### config.mk
export PLATFORM = sky130hd
export DESIGN_NAME = zxKeyboardTop
export DESIGN_NICKNAME = d
export VERILOG_FILES = /design/src/rtl/ps2Pkg.sv /design/src/rtl/zxKeyPkg.sv /design/src/rtl/ps2Receiver.sv /design/src/rtl/scanCodeFifo.sv /design/src/rtl/zxKeyMatrix.sv /design/src/rtl/zxKeyboardTop.sv
export VERILOG_INCLUDE_DIRS = /design/src /design/src/include
export SDC_FILE = /design/constraint.sdc
export NUM_CORES = 1
export LEC_CHECK = 0
export ABC_AREA = 1
export BUFFER_PORTS_ARGS = -buffer_cell sky130_fd_sc_hd__buf_2
export CAP_MARGIN = 20
export CORE_MARGIN = 8
export CORE_UTILIZATION = 50
export DETAILED_ROUTE_END_ITERATION = 16
export PLACE_DENSITY = 0.69
export SLEW_MARGIN = 30
export SYNTH_ARGS = -nofsm -noshare
export SYNTH_HDL_FRONTEND = slang
export SYNTH_SLANG_ARGS = --single-unit
export TNS_END_PERCENT = 30
### constraint.sdc
create_clock -name clk -period 4.6 [get_ports clk]
set_clock_uncertainty 0.1 [all_clocks]
set_input_delay 0.69 -clock clk [delete_from_list [all_inputs] [get_ports clk]]
set_output_delay 0.69 -clock clk [all_outputs]
set_load 0.02 [all_outputs]
### src/include/zxKbd_params.svh
`ifndef ZXKBD_PARAMS_SVH
`define ZXKBD_PARAMS_SVH

// ==============================
// Scan code buffer
// ==============================

`define SCAN_FIFO_DEPTH 8            // Entries held while the CPU side stalls

// ==============================
// PS/2 line conditioning
// ==============================

`define PS2_FILTER_LEN 4             // Equal samples needed to accept a new ps2Clk level

// Idle clocks before a half-received frame is thrown away
`define PS2_TIMEOUT_CYCLES 2000

`endif

### src/rtl/ps2Pkg.sv
package ps2Pkg;

    // ==============================
    // Receiver types
    // ==============================

    typedef logic [7:0] scanCode_t;       // One byte from the keyboard

    // Phase of the frame being shifted in
    typedef enum logic [1:0] {
        rxIdle,                           // Waiting for a start bit
        rxData,                           // Eight data bits, LSB first
        rxParity,                         // Odd parity bit
        rxStop                            // Stop bit, frame check
    } rxState_t;

    // ==============================
    // Prefix opcodes
    // ==============================

    // Codes that modify the meaning of the next code
    typedef enum logic [7:0] {
        prefixExtended = 8'hE0,           // Extended key follows
        prefixRelease  = 8'hF0            // Break code follows
    } ps2Prefix_t;

endpackage

### src/rtl/zxKeyPkg.sv
package zxKeyPkg;

    // ==============================
    // Key matrix types
    // ==============================

    // One half-row of the Spectrum keyboard
    typedef logic [4:0] keyRow_t;         // Active low, bit 0 is the outer key

    typedef logic [2:0] rowIndex_t;       // Selects one of the eight rows

    // ==============================
    // Decoder state
    // ==============================

    // Prefixes seen since the last plain code
    typedef enum logic [1:0] {
        decNormal,                        // No prefix pending
        decExtended,                      // E0 seen
        decReleased,                      // F0 seen
        decExtReleased                    // E0 and F0 seen
    } decodeState_t;

endpackage

### src/rtl/ps2Receiver.sv
`timescale 1ns/1ps
`include "zxKbd_params.svh"

module ps2Receiver (
    input  logic               clk,
    input  logic               reset,            // Active low
    input  logic               ps2Clk,           // Raw keyboard clock
    input  logic               ps2Data,          // Raw keyboard data
    output ps2Pkg::scanCode_t  scanCode,         // Valid with scanCodeReady
    output logic               scanCodeReady,    // One-cycle pulse per good frame
    output logic               scanCodeError     // One-cycle pulse per bad frame
);

    localparam int timeoutWidth = $clog2(`PS2_TIMEOUT_CYCLES);

    // ==============================
    // Line conditioning
    // ==============================

    logic [1:0]                 ps2ClkMeta;       // Two-flop synchronizer
    logic [1:0]                 ps2DataMeta;
    logic                       ps2ClkSync;
    logic                       ps2DataSync;
    logic [`PS2_FILTER_LEN-1:0] clkHistory;       // Recent synchronized clock samples
    logic                       ps2ClkFilt;       // Debounced clock level
    logic                       clkFall;          // Filtered falling edge

    assign ps2ClkSync  = ps2ClkMeta[1];
    assign ps2DataSync = ps2DataMeta[1];

    always_ff @(posedge clk or negedge reset) begin
        if (!reset) begin
            ps2ClkMeta  <= 2'b11;                 // Lines idle high
            ps2DataMeta <= 2'b11;
            clkHistory  <= '1;
            ps2ClkFilt  <= 1'b1;
        end else begin
            ps2ClkMeta  <= {ps2ClkMeta[0], ps2Clk};
            ps2DataMeta <= {ps2DataMeta[0], ps2Data};
            clkHistory  <= {clkHistory[`PS2_FILTER_LEN-2:0], ps2ClkSync};
            if (&clkHistory)
                ps2ClkFilt <= 1'b1;               // Stable high
            else if (clkHistory == '0)
                ps2ClkFilt <= 1'b0;               // Stable low
        end
    end

    // Filter about to drop, so this is the sampling cycle
    assign clkFall = ps2ClkFilt && (clkHistory == '0);

    // ==============================
    // Frame state machine
    // ==============================

    ps2Pkg::rxState_t          state;
    logic [2:0]                bitCount;          // Data bit position
    logic                      startError;        // Start bit was high
    logic [timeoutWidth-1:0]   idleCount;         // Cycles since the last edge
    logic                      timedOut;
    ps2Pkg::scanCode_t         shiftReg;          // Data bits, LSB arrives first
    logic                      parityBit;
    logic                      frameBad;

    assign timedOut = (idleCount == timeoutWidth'(`PS2_TIMEOUT_CYCLES - 1));

    // Start, stop and odd parity checked together on the stop bit
    assign frameBad = startError || !ps2DataSync || !(^{shiftReg, parityBit});

    always_ff @(posedge clk or negedge reset) begin
        if (!reset) begin
            state         <= ps2Pkg::rxIdle;
            bitCount      <= '0;
            startError    <= 1'b0;
            idleCount     <= '0;
            scanCodeReady <= 1'b0;
            scanCodeError <= 1'b0;
        end else begin
            scanCodeReady <= 1'b0;                // Pulses by default low
            scanCodeError <= 1'b0;

            if (clkFall || state == ps2Pkg::rxIdle)
                idleCount <= '0;
            else
                idleCount <= idleCount + 1'b1;

            if (clkFall) begin
                case (state)
                    ps2Pkg::rxIdle: begin
                        startError <= ps2DataSync;    // Start bit must be 0
                        bitCount   <= '0;
                        state      <= ps2Pkg::rxData;
                    end
                    ps2Pkg::rxData: begin
                        bitCount <= bitCount + 1'b1;
                        if (bitCount == 3'd7)
                            state <= ps2Pkg::rxParity;
                    end
                    ps2Pkg::rxParity: begin
                        state <= ps2Pkg::rxStop;
                    end
                    ps2Pkg::rxStop: begin
                        scanCodeError <= frameBad;
                        scanCodeReady <= !frameBad;
                        state         <= ps2Pkg::rxIdle;
                    end
                    default: state <= ps2Pkg::rxIdle;
                endcase
            end else if (timedOut) begin
                state <= ps2Pkg::rxIdle;          // Silent discard of a partial frame
            end
        end
    end

    // Payload capture
    always_ff @(posedge clk) begin
        if (clkFall && state == ps2Pkg::rxData)
            shiftReg <= {ps2DataSync, shiftReg[7:1]};
        if (clkFall && state == ps2Pkg::rxParity)
            parityBit <= ps2DataSync;
    end

    assign scanCode = shiftReg;

endmodule

### src/rtl/scanCodeFifo.sv
`timescale 1ns/1ps
`include "zxKbd_params.svh"

module scanCodeFifo (
    input  logic               clk,
    input  logic               reset,            // Active low
    input  ps2Pkg::scanCode_t  scanCode,
    input  logic               scanCodeReady,
    input  logic               scanCodeError,
    input  logic               cpuEnable,        // CPU clock enable, pops allowed
    output ps2Pkg::scanCode_t  entryCode,
    output logic               entryError,
    output logic               entryValid,       // One cycle per popped entry
    output logic               fifoOverflow      // Write lost on a full buffer
);

    localparam int ptrWidth   = $clog2(`SCAN_FIFO_DEPTH);
    localparam int countWidth = $clog2(`SCAN_FIFO_DEPTH + 1);

    logic [8:0]            mem [`SCAN_FIFO_DEPTH];   // {error, code}
    logic [ptrWidth-1:0]   readPtr;
    logic [ptrWidth-1:0]   writePtr;
    logic [countWidth-1:0] count;
    logic                  write;                    // Either receiver pulse
    logic                  full;
    logic                  popMem;                   // Take the oldest stored entry
    logic                  bypass;                   // Empty buffer, pass straight through
    logic                  store;

    assign write  = scanCodeReady || scanCodeError;
    assign full   = (count == countWidth'(`SCAN_FIFO_DEPTH));
    assign popMem = cpuEnable && (count != '0);
    assign bypass = cpuEnable && (count == '0) && write;
    assign store  = write && !bypass && (!full || popMem);   // Pop frees a slot

    always_ff @(posedge clk or negedge reset) begin
        if (!reset) begin
            readPtr      <= '0;
            writePtr     <= '0;
            count        <= '0;
            entryValid   <= 1'b0;
            fifoOverflow <= 1'b0;
        end else begin
            entryValid   <= popMem || bypass;
            fifoOverflow <= write && full && !popMem;
            if (store)
                writePtr <= (writePtr == ptrWidth'(`SCAN_FIFO_DEPTH - 1)) ? '0 : writePtr + 1'b1;
            if (popMem)
                readPtr <= (readPtr == ptrWidth'(`SCAN_FIFO_DEPTH - 1)) ? '0 : readPtr + 1'b1;
            if (store && !popMem)
                count <= count + 1'b1;
            else if (popMem && !store)
                count <= count - 1'b1;
        end
    end

    // Storage and output payload
    always_ff @(posedge clk) begin
        if (store)
            mem[writePtr] <= {scanCodeError, scanCode};
        if (popMem)
            {entryError, entryCode} <= mem[readPtr];
        else if (bypass)
            {entryError, entryCode} <= {scanCodeError, scanCode};
    end

endmodule

### src/rtl/zxKeyMatrix.sv
`timescale 1ns/1ps

module zxKeyMatrix (
    input  logic               clk,
    input  logic               reset,            // Active low
    input  ps2Pkg::scanCode_t  entryCode,
    input  logic               entryError,       // Frame error, release all keys
    input  logic               entryValid,
    input  logic [15:0]        address,          // Row select in bits 15..8
    output zxKeyPkg::keyRow_t  keyRow
);

    zxKeyPkg::keyRow_t       keyState [8];       // Active low matrix
    zxKeyPkg::decodeState_t  decodeState;
    zxKeyPkg::keyRow_t       keyMask [8];        // Bits touched by this code
    logic [5:0]              keyCode;            // {row, bit} in octal
    logic                    keyHit;             // Code is on the map
    logic                    capsAlias;          // Backspace also holds CAPS SHIFT
    zxKeyPkg::rowIndex_t     hitRow;
    logic                    released;
    logic                    applyCode;

    // ==============================
    // PS/2 set 2 to Spectrum map
    // ==============================

    always_comb begin
        keyCode   = 6'o00;
        keyHit    = 1'b1;
        capsAlias = 1'b0;
        case (entryCode)
            8'h14: keyCode = 6'o00;          // Ctrl as CAPS SHIFT
            8'h12: keyCode = 6'o00;          // Left shift
            8'h59: keyCode = 6'o00;          // Right shift
            8'h1A: keyCode = 6'o01;          // Z
            8'h22: keyCode = 6'o02;          // X
            8'h21: keyCode = 6'o03;          // C
            8'h2A: keyCode = 6'o04;          // V
            8'h1C: keyCode = 6'o10;          // A
            8'h1B: keyCode = 6'o11;          // S
            8'h23: keyCode = 6'o12;          // D
            8'h2B: keyCode = 6'o13;          // F
            8'h34: keyCode = 6'o14;          // G
            8'h15: keyCode = 6'o20;          // Q
            8'h1D: keyCode = 6'o21;          // W
            8'h24: keyCode = 6'o22;          // E
            8'h2D: keyCode = 6'o23;          // R
            8'h2C: keyCode = 6'o24;          // T
            8'h16: keyCode = 6'o30;          // 1
            8'h1E: keyCode = 6'o31;          // 2
            8'h26: keyCode = 6'o32;          // 3
            8'h25: keyCode = 6'o33;          // 4
            8'h2E: keyCode = 6'o34;          // 5
            8'h45: keyCode = 6'o40;          // 0
            8'h46: keyCode = 6'o41;          // 9
            8'h3E: keyCode = 6'o42;          // 8
            8'h3D: keyCode = 6'o43;          // 7
            8'h36: keyCode = 6'o44;          // 6
            8'h4D: keyCode = 6'o50;          // P
            8'h44: keyCode = 6'o51;          // O
            8'h43: keyCode = 6'o52;          // I
            8'h3C: keyCode = 6'o53;          // U
            8'h35: keyCode = 6'o54;          // Y
            8'h5A: keyCode = 6'o60;          // Enter
            8'h4B: keyCode = 6'o61;          // L
            8'h42: keyCode = 6'o62;          // K
            8'h3B: keyCode = 6'o63;          // J
            8'h33: keyCode = 6'o64;          // H
            8'h29: keyCode = 6'o70;          // Space
            8'h11: keyCode = 6'o71;          // Alt as SYMBOL SHIFT
            8'h3A: keyCode = 6'o72;          // M
            8'h31: keyCode = 6'o73;          // N
            8'h32: keyCode = 6'o74;          // B
            8'h66: begin                     // Backspace is CAPS SHIFT + 0
                keyCode   = 6'o40;
                capsAlias = 1'b1;
            end
            default: keyHit = 1'b0;          // Unmapped code
        endcase
    end

    assign hitRow = keyCode[5:3];

    always_comb begin
        for (int r = 0; r < 8; r++)
            keyMask[r] = '0;
        if (keyHit)
            keyMask[hitRow][keyCode[2:0]] = 1'b1;
        if (capsAlias)
            keyMask[0][0] = 1'b1;
    end

    // ==============================
    // Prefix decoder and matrix update
    // ==============================

    assign released  = (decodeState == zxKeyPkg::decReleased);
    assign applyCode = (decodeState == zxKeyPkg::decNormal) || released;   // No E0 pending

    always_ff @(posedge clk or negedge reset) begin
        if (!reset) begin
            decodeState <= zxKeyPkg::decNormal;
            for (int r = 0; r < 8; r++)
                keyState[r] <= '1;               // All keys up
        end else if (entryValid) begin
            if (entryError) begin
                decodeState <= zxKeyPkg::decNormal;
                for (int r = 0; r < 8; r++)
                    keyState[r] <= '1;           // No key left stuck
            end else if (entryCode == ps2Pkg::prefixExtended) begin
                if (released || decodeState == zxKeyPkg::decExtReleased)
                    decodeState <= zxKeyPkg::decExtReleased;
                else
                    decodeState <= zxKeyPkg::decExtended;
            end else if (entryCode == ps2Pkg::prefixRelease) begin
                if (decodeState == zxKeyPkg::decExtended ||
                    decodeState == zxKeyPkg::decExtReleased)
                    decodeState <= zxKeyPkg::decExtReleased;
                else
                    decodeState <= zxKeyPkg::decReleased;
            end else begin
                decodeState <= zxKeyPkg::decNormal;
                if (applyCode) begin
                    for (int r = 0; r < 8; r++)
                        keyState[r] <= released ? (keyState[r] | keyMask[r])
                                                : (keyState[r] & ~keyMask[r]);
                end
            end
        end
    end

    // ==============================
    // Row read for IN from port FE
    // ==============================

    logic [3:0]          zeroCount;              // Zeros in the upper address byte
    zxKeyPkg::rowIndex_t readIndex;

    always_comb begin
        zeroCount = '0;
        readIndex = '0;
        for (int i = 0; i < 8; i++) begin
            if (!address[8 + i]) begin
                zeroCount = zeroCount + 4'd1;
                readIndex = zxKeyPkg::rowIndex_t'(i);
            end
        end
        keyRow = (zeroCount == 4'd1) ? keyState[readIndex] : '1;   // Single row only
    end

endmodule

### src/rtl/zxKeyboardTop.sv
`timescale 1ns/1ps

module zxKeyboardTop (
    input  logic               clk,
    input  logic               reset,            // Asynchronous, active low
    input  logic               ps2Clk,
    input  logic               ps2Data,
    input  logic               cpuEnable,        // CPU domain clock enable
    input  logic [15:0]        address,          // CPU address bus
    output zxKeyPkg::keyRow_t  keyRow,           // Row answer for IN from FE
    output logic               fifoOverflow      // Scan code lost
);

    // ==============================
    // Receiver to FIFO
    // ==============================

    ps2Pkg::scanCode_t scanCode;
    logic              scanCodeReady;
    logic              scanCodeError;

    ps2Receiver receiver (
        .clk           (clk),
        .reset         (reset),
        .ps2Clk        (ps2Clk),
        .ps2Data       (ps2Data),
        .scanCode      (scanCode),
        .scanCodeReady (scanCodeReady),
        .scanCodeError (scanCodeError)
    );

    // ==============================
    // FIFO to matrix
    // ==============================

    ps2Pkg::scanCode_t entryCode;
    logic              entryError;
    logic              entryValid;

    scanCodeFifo fifo (
        .clk           (clk),
        .reset         (reset),
        .scanCode      (scanCode),
        .scanCodeReady (scanCodeReady),
        .scanCodeError (scanCodeError),
        .cpuEnable     (cpuEnable),
        .entryCode     (entryCode),
        .entryError    (entryError),
        .entryValid    (entryValid),
        .fifoOverflow  (fifoOverflow)
    );

    zxKeyMatrix matrix (
        .clk        (clk),
        .reset      (reset),
        .entryCode  (entryCode),
        .entryError (entryError),
        .entryValid (entryValid),
        .address    (address),
        .keyRow     (keyRow)
    );

endmodule

# ---- Yosys cells after proc, flatten, opt, wreduce, memory -nomap -nowiden
# Memories as Yosys holds them, arrays and structs flattened.
# Index checks and enable logic that the tools add are counted.
dict set report totals {
  ff_bits 100
  ramBits 72
  out_inout_bits 6
  elab_cells 249
  n_memories 1
}
dict set report op_classes {
  addsub 13
  magnitude_cmp 5
  n_eq_ne 60
  mux 67
  bitwise_logic 26
  reduce_logical 49
}
# memory words word_bits rd rd_ports_with_merged_regs write_ports line_no
set memory_table {}
lappend memory_table {fifo.mem 8 9 1 0 1 scanCodeFifo.sv:20} ;# logic [8:0] mem [`SCAN_FIFO_DEPTH];
# op count
set ops {}
lappend ops {{$pmux 6 s39} 1}
lappend ops {{$mux 40} 5}
lappend ops {{$eq 8x6->1 const B} 23}
lappend ops {{$eq 8x5->1 const B} 10}
lappend ops {{$eq 8x7->1 const B} 10}
lappend ops {{$mux 5} 12}
lappend ops {{$reduce_or 43->1} 1}
lappend ops {{$and 5x5->5} 8}
lappend ops {{$not 5->5} 8}
lappend ops {{$or 5x5->5} 8}
lappend ops {{$mux 4} 9}
lappend ops {{$add 4x1->4 const B} 7}
lappend ops {{$mux 2} 9}
lappend ops {{$mux 3} 6}
lappend ops {{$mux 1} 17}
lappend ops {{$eq 8x8->1 const B} 2}
lappend ops {{$mux 8} 2}
lappend ops {{$bmux 5 s3} 1}
lappend ops {{$demux 5 s3} 1}
lappend ops {{$logic_and 1x1->1} 14}
lappend ops {{$reduce_bool 2->1} 6}
lappend ops {{$add 11x1->11 const B} 1}
lappend ops {{$eq 11x11->1 const B} 1}
lappend ops {{$mux 11} 1}
lappend ops {{27 further kinds} 57}

# ---- Longest topological paths before layout
# Gate-level depths: netlist of run 1.
dict set report depth {
  depth_word 18
  depth_mapped 27
}

# ---- Hierarchy
# From an unflattened synthesis of run 1, not the netlist that was laid out.
dict set report hier_totals {
  hier_cells 1097
  area_unflattened_um2 9346.5
}
# module instances cells_each area_per_inst_um2
set by_module_without_submodules {}
lappend by_module_without_submodules {scanCodeFifo 1 405 4171.5}
lappend by_module_without_submodules {zxKeyMatrix 1 514 3468.3}
lappend by_module_without_submodules {ps2Receiver 1 178 1706.6}

# ---- Least setup slack after synthesis of run 1
# Ideal clock, no wire load.
dict set report synth_path {
  path_kind {input port to output port}
  start {in address[8]}
  end {out keyRow[0]}
  t_arrival_ns 4.245
  path_slack_ns -0.435
  path_stages 26
  cell_sequence {inv_1 > ha_1 > inv_1 > nand2_1 > nand2_2 > inv_2 > ha_1 > or2_2 > o21ai_2 > inv_1 > ha_1 > or2_2 > nand2_1 > inv_1 > ha_1 > nand2_1 > and2_1 > inv_1 > ha_1 > o21ai_0 > inv_1 > ha_1 > inv_1 > nand3_1 > nand2_1 > nand3_1}
}
dict set report synth_between {
  elab_chain_cells 17
}
# item line_no
set synth_rtl {}
lappend synth_rtl {{from (decl)} zxKeyboardTop.sv:9} ;# input logic [15:0] address,
lappend synth_rtl {{$mux 1 (*)} zxKeyMatrix.sv:143} ;# if (!address[8 + i]) begin
lappend synth_rtl {{$add 1x1->2} zxKeyMatrix.sv:144} ;# zeroCount = zeroCount + 4'd1;
lappend synth_rtl {{$mux 4 (*)} zxKeyMatrix.sv:143}
lappend synth_rtl {{$add 4x1->4} zxKeyMatrix.sv:144}
lappend synth_rtl {{$mux 4 (*)} zxKeyMatrix.sv:143}
lappend synth_rtl {{$add 4x1->4} zxKeyMatrix.sv:144}
lappend synth_rtl {{$mux 4 (*)} zxKeyMatrix.sv:143}
lappend synth_rtl {{$add 4x1->4} zxKeyMatrix.sv:144}
lappend synth_rtl {{$mux 4 (*)} zxKeyMatrix.sv:143}
lappend synth_rtl {{$add 4x1->4} zxKeyMatrix.sv:144}
lappend synth_rtl {{$mux 4 (*)} zxKeyMatrix.sv:143}
lappend synth_rtl {{$add 4x1->4} zxKeyMatrix.sv:144}
lappend synth_rtl {{$mux 4 (*)} zxKeyMatrix.sv:143}
lappend synth_rtl {{$add 4x1->4} zxKeyMatrix.sv:144}
lappend synth_rtl {{$mux 4 (*)} zxKeyMatrix.sv:143}
lappend synth_rtl {{$eq 4x1->1 (*)} zxKeyMatrix.sv:148} ;# keyRow = (zeroCount == 4'd1) ? keyState[readIndex] : '1;
lappend synth_rtl {{$mux 5 (*)} zxKeyMatrix.sv:148}
lappend synth_rtl {{to (decl)} zxKeyboardTop.sv:10} ;# output zxKeyPkg::keyRow_t keyRow,
# Every way passes the cells marked *; elsewhere a longest branch is shown, timed or not.

# ---- Final worst setup path of run 1
dict set report layout_path {
  start {in address[8]}
  end {out keyRow[3]}
}
# Same word-level chain as after synthesis.

==> impl_metrics.json, run 1 <==
{
  "critical_path_buf_inv_count": 10,
  "die-height_um": 150.2,
  "cp_slowest_cell": "ha_4",
  "track_usage_pct": 18.57,
  "r2r_slack_ps": 1690,
  "power_density_nw_per_um2": 445.7,
  "grt_pass1_wl_um": 33350,
  "hp-class": "reg -> reg",
  "slew_viol_final": 0,
  "port-buffer-count": 18,
  "syn_avg_cell_area_um2": 8.843,
  "yosysSeqAreaShare_pct": 53.50,
  "ctsHtreeMaxLevel": 4,
  "leakage_nw": 4.509,
  "ir_drop_uv": 304.0,
  "dp_slack_ps": -635.8,
  "grt_max_degree": 63,
  "drt_iter0_markers": 611,
  "status": "finished with violations",
  "cpPeakStageDelay_ps": 260,
  "clockBufferDepth": 2,
  "routedWlPerCell_um": 15.55,
  "regArea_um2": 4818,
  "dieArea_um2": 22550,
  "yosys_warnings": 0,
  "setup_ws_ps": -241.5,
  "fin_crit_sh_pct": 105.3,
  "synth_seq_cells": 172,
  "critical-path-top-delay-family": "adder cells",
  "max_cap_viol_count": 0,
  "async_flop_share_pct": 47.67,
  "rows": 49,
  "placed_area_um2": 9482,
  "cts_made_buffers": 17,
  "hold_viol_final": 0,
  "post-dp-hpwl_um": 13100,
  "rr_worst_depth": 15,
  "netlist_area_um2": 9002,
  "max_freq_mhz": 206.5,
  "syn_nets": 1061,
  "core_um2": 17840,
  "worst_setup_path_end_kind": "primary output",
  "critPathLaunchType": "primary input",
  "ys_types": 47,
  "synth-edff-count": 90,
  "worstSetupPathDepth": 30,
  "final_cell_area_um2": 10290,
  "area_delta_synth_final_pct": 14.33,
  "routed_via_density": 5.452,
  "initial_core_util_pct": 50.46,
  "ios": 27,
  "clk_pin_slew_ps": 70,
  "synthesis.instances": 1018,
  "cp_max_fo": 5,
  "fillers": 1529,
  "root_buffer": "clkbuf_16",
  "multi_input_area_um2": 3827,
  "slew_headroom_pct": 34.81,
  "setup_viol": 5,
  "clk_latency_ps": 430,
  "wirelength_um": 19930,
  "crit_arrival_ps": 4050,
  "path_class": "in -> out",
  "drcViolationCount": 0,
  "drive_above_1_share_pct": 18.52,
  "grt_pass1_vias": 6665,
  "cts.sinks": 172,
  "synth_ff_type": "edfxtp_1",
  "min_path_cells": 0,
  "rsz0062_at_grt": "yes",
  "violations": "setup timing",
  "cts_tree": "done",
  "dieWidth_um": 150.2,
  "critical_path_required_ps": 3810,
  "fin_nets": 1083,
  "antenna_found_initial": 0,
  "antenna_cells": 0,
  "layout_min_cycle_time_ps": 4842,
  "grt-ovfl-total": 0,
  "postRouteAntennaNets": 0,
  "vias": 6990,
  "first_pass_iters": 6,
  "place.gp.congestion": 0.8475,
  "tightest_slew_ps": 974.3
}
==> synth_stat cells (9+ instances only) <==
cell type / instances / area (um^2)
clkbuf_1: 16 / 60.06
o21ai_0: 75 / 375.4
dfstp_2: 49 / 1287
buf_2: 14 / 70.07
ha_1: 21 / 262.8
a21oi_1: 25 / 125.1
inv_1: 100 / 375.4
o211ai_1: 10 / 75.07
mux2i_1: 9 / 90.09
o32ai_1: 10 / 87.58
a31oi_1: 18 / 112.6
dfrtp_1: 33 / 825.8
nand3_1: 59 / 295.3
inv_2: 10 / 37.54
nand2_2: 12 / 75.07
a32oi_1: 17 / 148.9
nand2_1: 234 / 878.3
nor2_1: 136 / 510.5
o221ai_1: 9 / 78.83
edfxtp_1: 90 / 2703
==> timing repair <==
| action | in CTS | in global routing |
|---|---|---|
| setup endpoints to repair | 5 | 5 |
| pin swaps | 14 | 5 |
| setup buffers | 4 | 2 |
| gates resized for setup | 27 | 6 |
| hold buffers | 0 | 0 |
==> through the flow <==
step                      power (mW)  hold WS [ps]  std cells  utilization, %  setup TNS, ps
after floorplan                2.771         245.2       1018               -          -1166
after global placement         3.047         246.0       1244           53.12          -2729
after detailed placement       3.071         248.2       1244           53.15          -3132
after CTS                      4.584         249.9       1280           57.37          -1119
after global routing           4.851         240.1       1282           57.69          -1955
final                          4.587         257.0       1282           57.69          -1143
==> cells in the final DEF, fill, tap and decap left out, types with 25 or more instances in the layout <==
cell / netlist / routed
edfxtp_1: 90 / 90
dfstp_2: 49 / 49
nor2_1: 136 / 132
nand3_1: 59 / 52
a21oi_1: 25 / 25
nand2_1: 234 / 228
dfrtp_1: 33 / 31
inv_1: 100 / 92
o21ai_0: 75 / 74
==> worst paths after layout <==
| check | startpoint | to |
|---|---|---|
| setup / recovery | address[8] | keyRow[3] |
| min in group asynchronous | reset | fifo.count[3] |
| max in group asynchronous | reset | receiver.ps2ClkFilt |
| hold / removal | receiver.ps2ClkMeta[0] | receiver.ps2ClkMeta[1] |
| hold reg to reg | receiver.ps2ClkMeta[0] | receiver.ps2ClkMeta[1] |
| setup reg to reg | fifo.count[0] | fifo.count[3] |
==> where the power goes <==
group | internal [mW] | leakage, nW | switching (mW)
clock | 0.787 | 0.294 | 0.693
sequential | 1.77 | 1.78 | 0.186
combinational | 0.416 | 2.43 | 0.735
total | 2.97 | 4.51 | 1.61
==> layout make-up <==
cell class	count	area share (%)
clock buffer	17	4.133
clock inverter	15	1.823
inverter	112	4.230
multi-input combinational	700	37.19
sequential	172	46.81
tap	229	2.784
timing repair buffer	37	3.027
==> flip-flops by register name, summed over array words and instances, names as in the netlist, 2 cells and up <==
register / count
fifo.mem: 72
matrix.keyState: 40
receiver.idleCount: 11
fifo.entryCode: 8
receiver.scanCode: 8
fifo.count: 4
receiver.clkHistory: 4
fifo.readPtr: 3
fifo.writePtr: 3
receiver.bitCount: 3
matrix.decodeState: 2
receiver.ps2ClkMeta: 2
receiver.ps2DataMeta: 2
receiver.state: 2
==> routing by layer <==
metal,GRT usage (%),wire [um],vias to the layer above,part of all wire [%]
li1,-,-,3481,-
met1,24.32,9041,3286,45
met2,30.25,9423,192,47
met3,3.366,1049,31,5.3
met4,7.046,415,0,2.1
met5,0,0,-,0
==> logic make-up (layout without fill, tap and decap cells) <==
| logic type | Yosys count | count (layout) | share of synthesized area, % |
|---|---|---|---|
| adder cells (fa/ha/maj) | 22 | 22 | 3.141 |
| flip-flops | 172 | 172 | 53.50 |
| AND/OR/NAND/NOR | 476 | 476 | 22.20 |
| buffers and inverters | 146 | 181 | 6.324 |
| XOR/XNOR | 14 | 14 | 1.529 |
| AO/OA/AOI/OAI | 179 | 179 | 12.31 |
| multiplexers | 9 | 9 | 1.001 |
Note: power is estimated with default switching activity, not from simulation.
==> inputs of run 2 (changes only) <==
--- a/config.mk
+++ b/config.mk
@@ -12,7 +12,7 @@
 export CORE_MARGIN = 8
 export CORE_UTILIZATION = 50
 export DETAILED_ROUTE_END_ITERATION = 16
-export PLACE_DENSITY = 0.69
+export PLACE_DENSITY = 0.66
 export SLEW_MARGIN = 30
 export SYNTH_ARGS = -nofsm -noshare
 export SYNTH_HDL_FRONTEND = slang
==> constraint.sdc (replaced) <==
create_clock -name clk -period 6.2 [get_ports clk]
set_clock_uncertainty 0.1 [all_clocks]
set_input_delay 0.62 -clock clk [delete_from_list [all_inputs] [get_ports clk]]
set_output_delay 0.62 -clock clk [all_outputs]
set_load 0.02 [all_outputs]
==> impl_metrics.json, run 2 (same netlist as run 1, synthesis figures left out) <==
{
  "status": "finished, final reports clean",
  "postCtsHoldBufs": 1,
  "first_pass_iters": 5,
  "final_cell_mix": "nand2_1, nor2_1, inv_1, edfxtp_1, o21ai_0",
  "port-buffer-count": 18,
  "critical_path_required_ps": 5480,
  "cp_max_fo": 5,
  "drcViolationCount": 0,
  "drive_above_1_share_pct": 14.88,
  "grt_pass1_wl_um": 33770,
  "slew_headroom_pct": 33.80,
  "power_density_nw_per_um2": 335.0,
  "rows": 49,
  "leakage_nw": 4.416,
  "antenna_found_initial": 0,
  "track_usage_pct": 19.06,
  "largest-register": "fifo.mem",
  "max_freq_mhz": 189.9,
  "place.gp.congestion": 0.8315,
  "fin_tns_setup_ps": 0,
  "initial_core_util_pct": 50.46,
  "postRouteAntennaNets": 0,
  "grt_max_degree": 69,
  "reg_top3": "fifo.mem x72, matrix.keyState x40, receiver.idleCount x11",
  "final_common_cell": "nand2_1",
  "grt_pass1_vias": 6557,
  "path_class": "in -> out",
  "ir_drop_uv": 211.6,
  "cp_slowest_cell": "ha_1",
  "grt-ovfl-total": 0,
  "post_cts_buffers": 0,
  "post-dp-hpwl_um": 13380,
  "drt_iter0_markers": 552,
  "hold_viol_final": 0,
  "crit_arrival_ps": 4540,
  "clk_pin_slew_ps": 70,
  "hold_slack_ps": 179.5,
  "core_um2": 17840,
  "root_buffer": "clkbuf_16",
  "critPathLaunchType": "primary input",
  "cts_made_buffers": 17,
  "dieArea_um2": 22550,
  "routed_via_density": 5.475,
  "largest_reg_flops": 72,
  "ios": 27,
  "rsz0062_at_grt": "no",
  "clk_latency_ps": 440,
  "routedWlPerCell_um": 15.75,
  "wirelength_um": 20020,
  "hp-class": "in -> reg",
  "dp_slack_ps": 918.2,
  "cpPeakStageDelay_ps": 310,
  "setup_viol": 0,
  "cts.sinks": 172,
  "fin_nets": 1072,
  "worst_setup_path_end_kind": "primary output",
  "die-height_um": 150.2,
  "ctsHtreeMaxLevel": 4,
  "setup_ws_ps": 935.2,
  "cts_tree": "done",
  "slew_viol_final": 0,
  "antenna_cells": 0,
  "dieWidth_um": 150.2,
  "area_delta_synth_final_pct": 10.52,
  "vias": 6959,
  "max_cap_viol_count": 0,
  "cts_resized": 0,
  "tightest_slew_ps": 989.3,
  "fin_crit_sh_pct": 84.92,
  "layout_min_cycle_time_ps": 5265,
  "clockBufferDepth": 2,
  "critPathMostFrequentCell": "inv_1"
}
## run 2: worst max-delay path, delay by kind of cell
| kind | cells | cell delay, ps |
|---|---|---|
| buffers and inverters | 10 | 680 |
| adder cells (fa/ha/maj) | 6 | 1610 |
| AO/OA/AOI/OAI | 2 | 310 |
| AND/OR/NAND/NOR | 10 | 1310 |
## run 2: layout make-up
class / count / area (um^2)
multi-input combinational: 700 / 3647
timing repair buffer: 26 / 155.1
inverter: 112 / 420.4
clock buffer: 17 / 425.4
fill: 1599 / 7891
clock inverter: 15 / 198.9
sequential: 172 / 4816
tap: 229 / 286.5
## run 2: per-stage QoR
step	total power, mW	utilization, %	instance area, um^2	std cells
floorplan	2.031	-	9002	1018
global placement	2.237	52.11	9298	1238
detailed placement	2.252	52.17	9308	1238
CTS	3.354	55.73	9942	1271
global route	3.536	55.77	9950	1271
finish	3.334	55.77	9950	1271
## run 2: routing by layer
layer  vias up  global-route usage [%]  routed length, um
met3        24                   4.028               1091
met1      3301                   26.05               9236
met2       162                   29.86               9399
met4         0                   5.997                297
li1       3472                       -                  -
met5         -                       0                  0
## run 2: path summary, 6_finish.rpt
path                                            to  slack (ps)  cells after the start                   start
max                                      keyRow[4]         940                     28              address[8]
min                        receiver.ps2DataMeta[0]         180                      1                 ps2Data
max reg2reg                          fifo.count[3]        3250                     15           fifo.count[0]
min reg2reg                 receiver.ps2ClkMeta[1]         250                      0  receiver.ps2ClkMeta[0]
max in group asynchronous    receiver.idleCount[3]        4400                      3                   reset
min in group asynchronous            fifo.count[1]         460                      2                   reset
## run 2: power breakdown
group          internal (mW)  total (mW)  switching, mW
combinational          0.268       0.848          0.580
clock                  0.560        1.10          0.539
sequential              1.31        1.39         0.0745
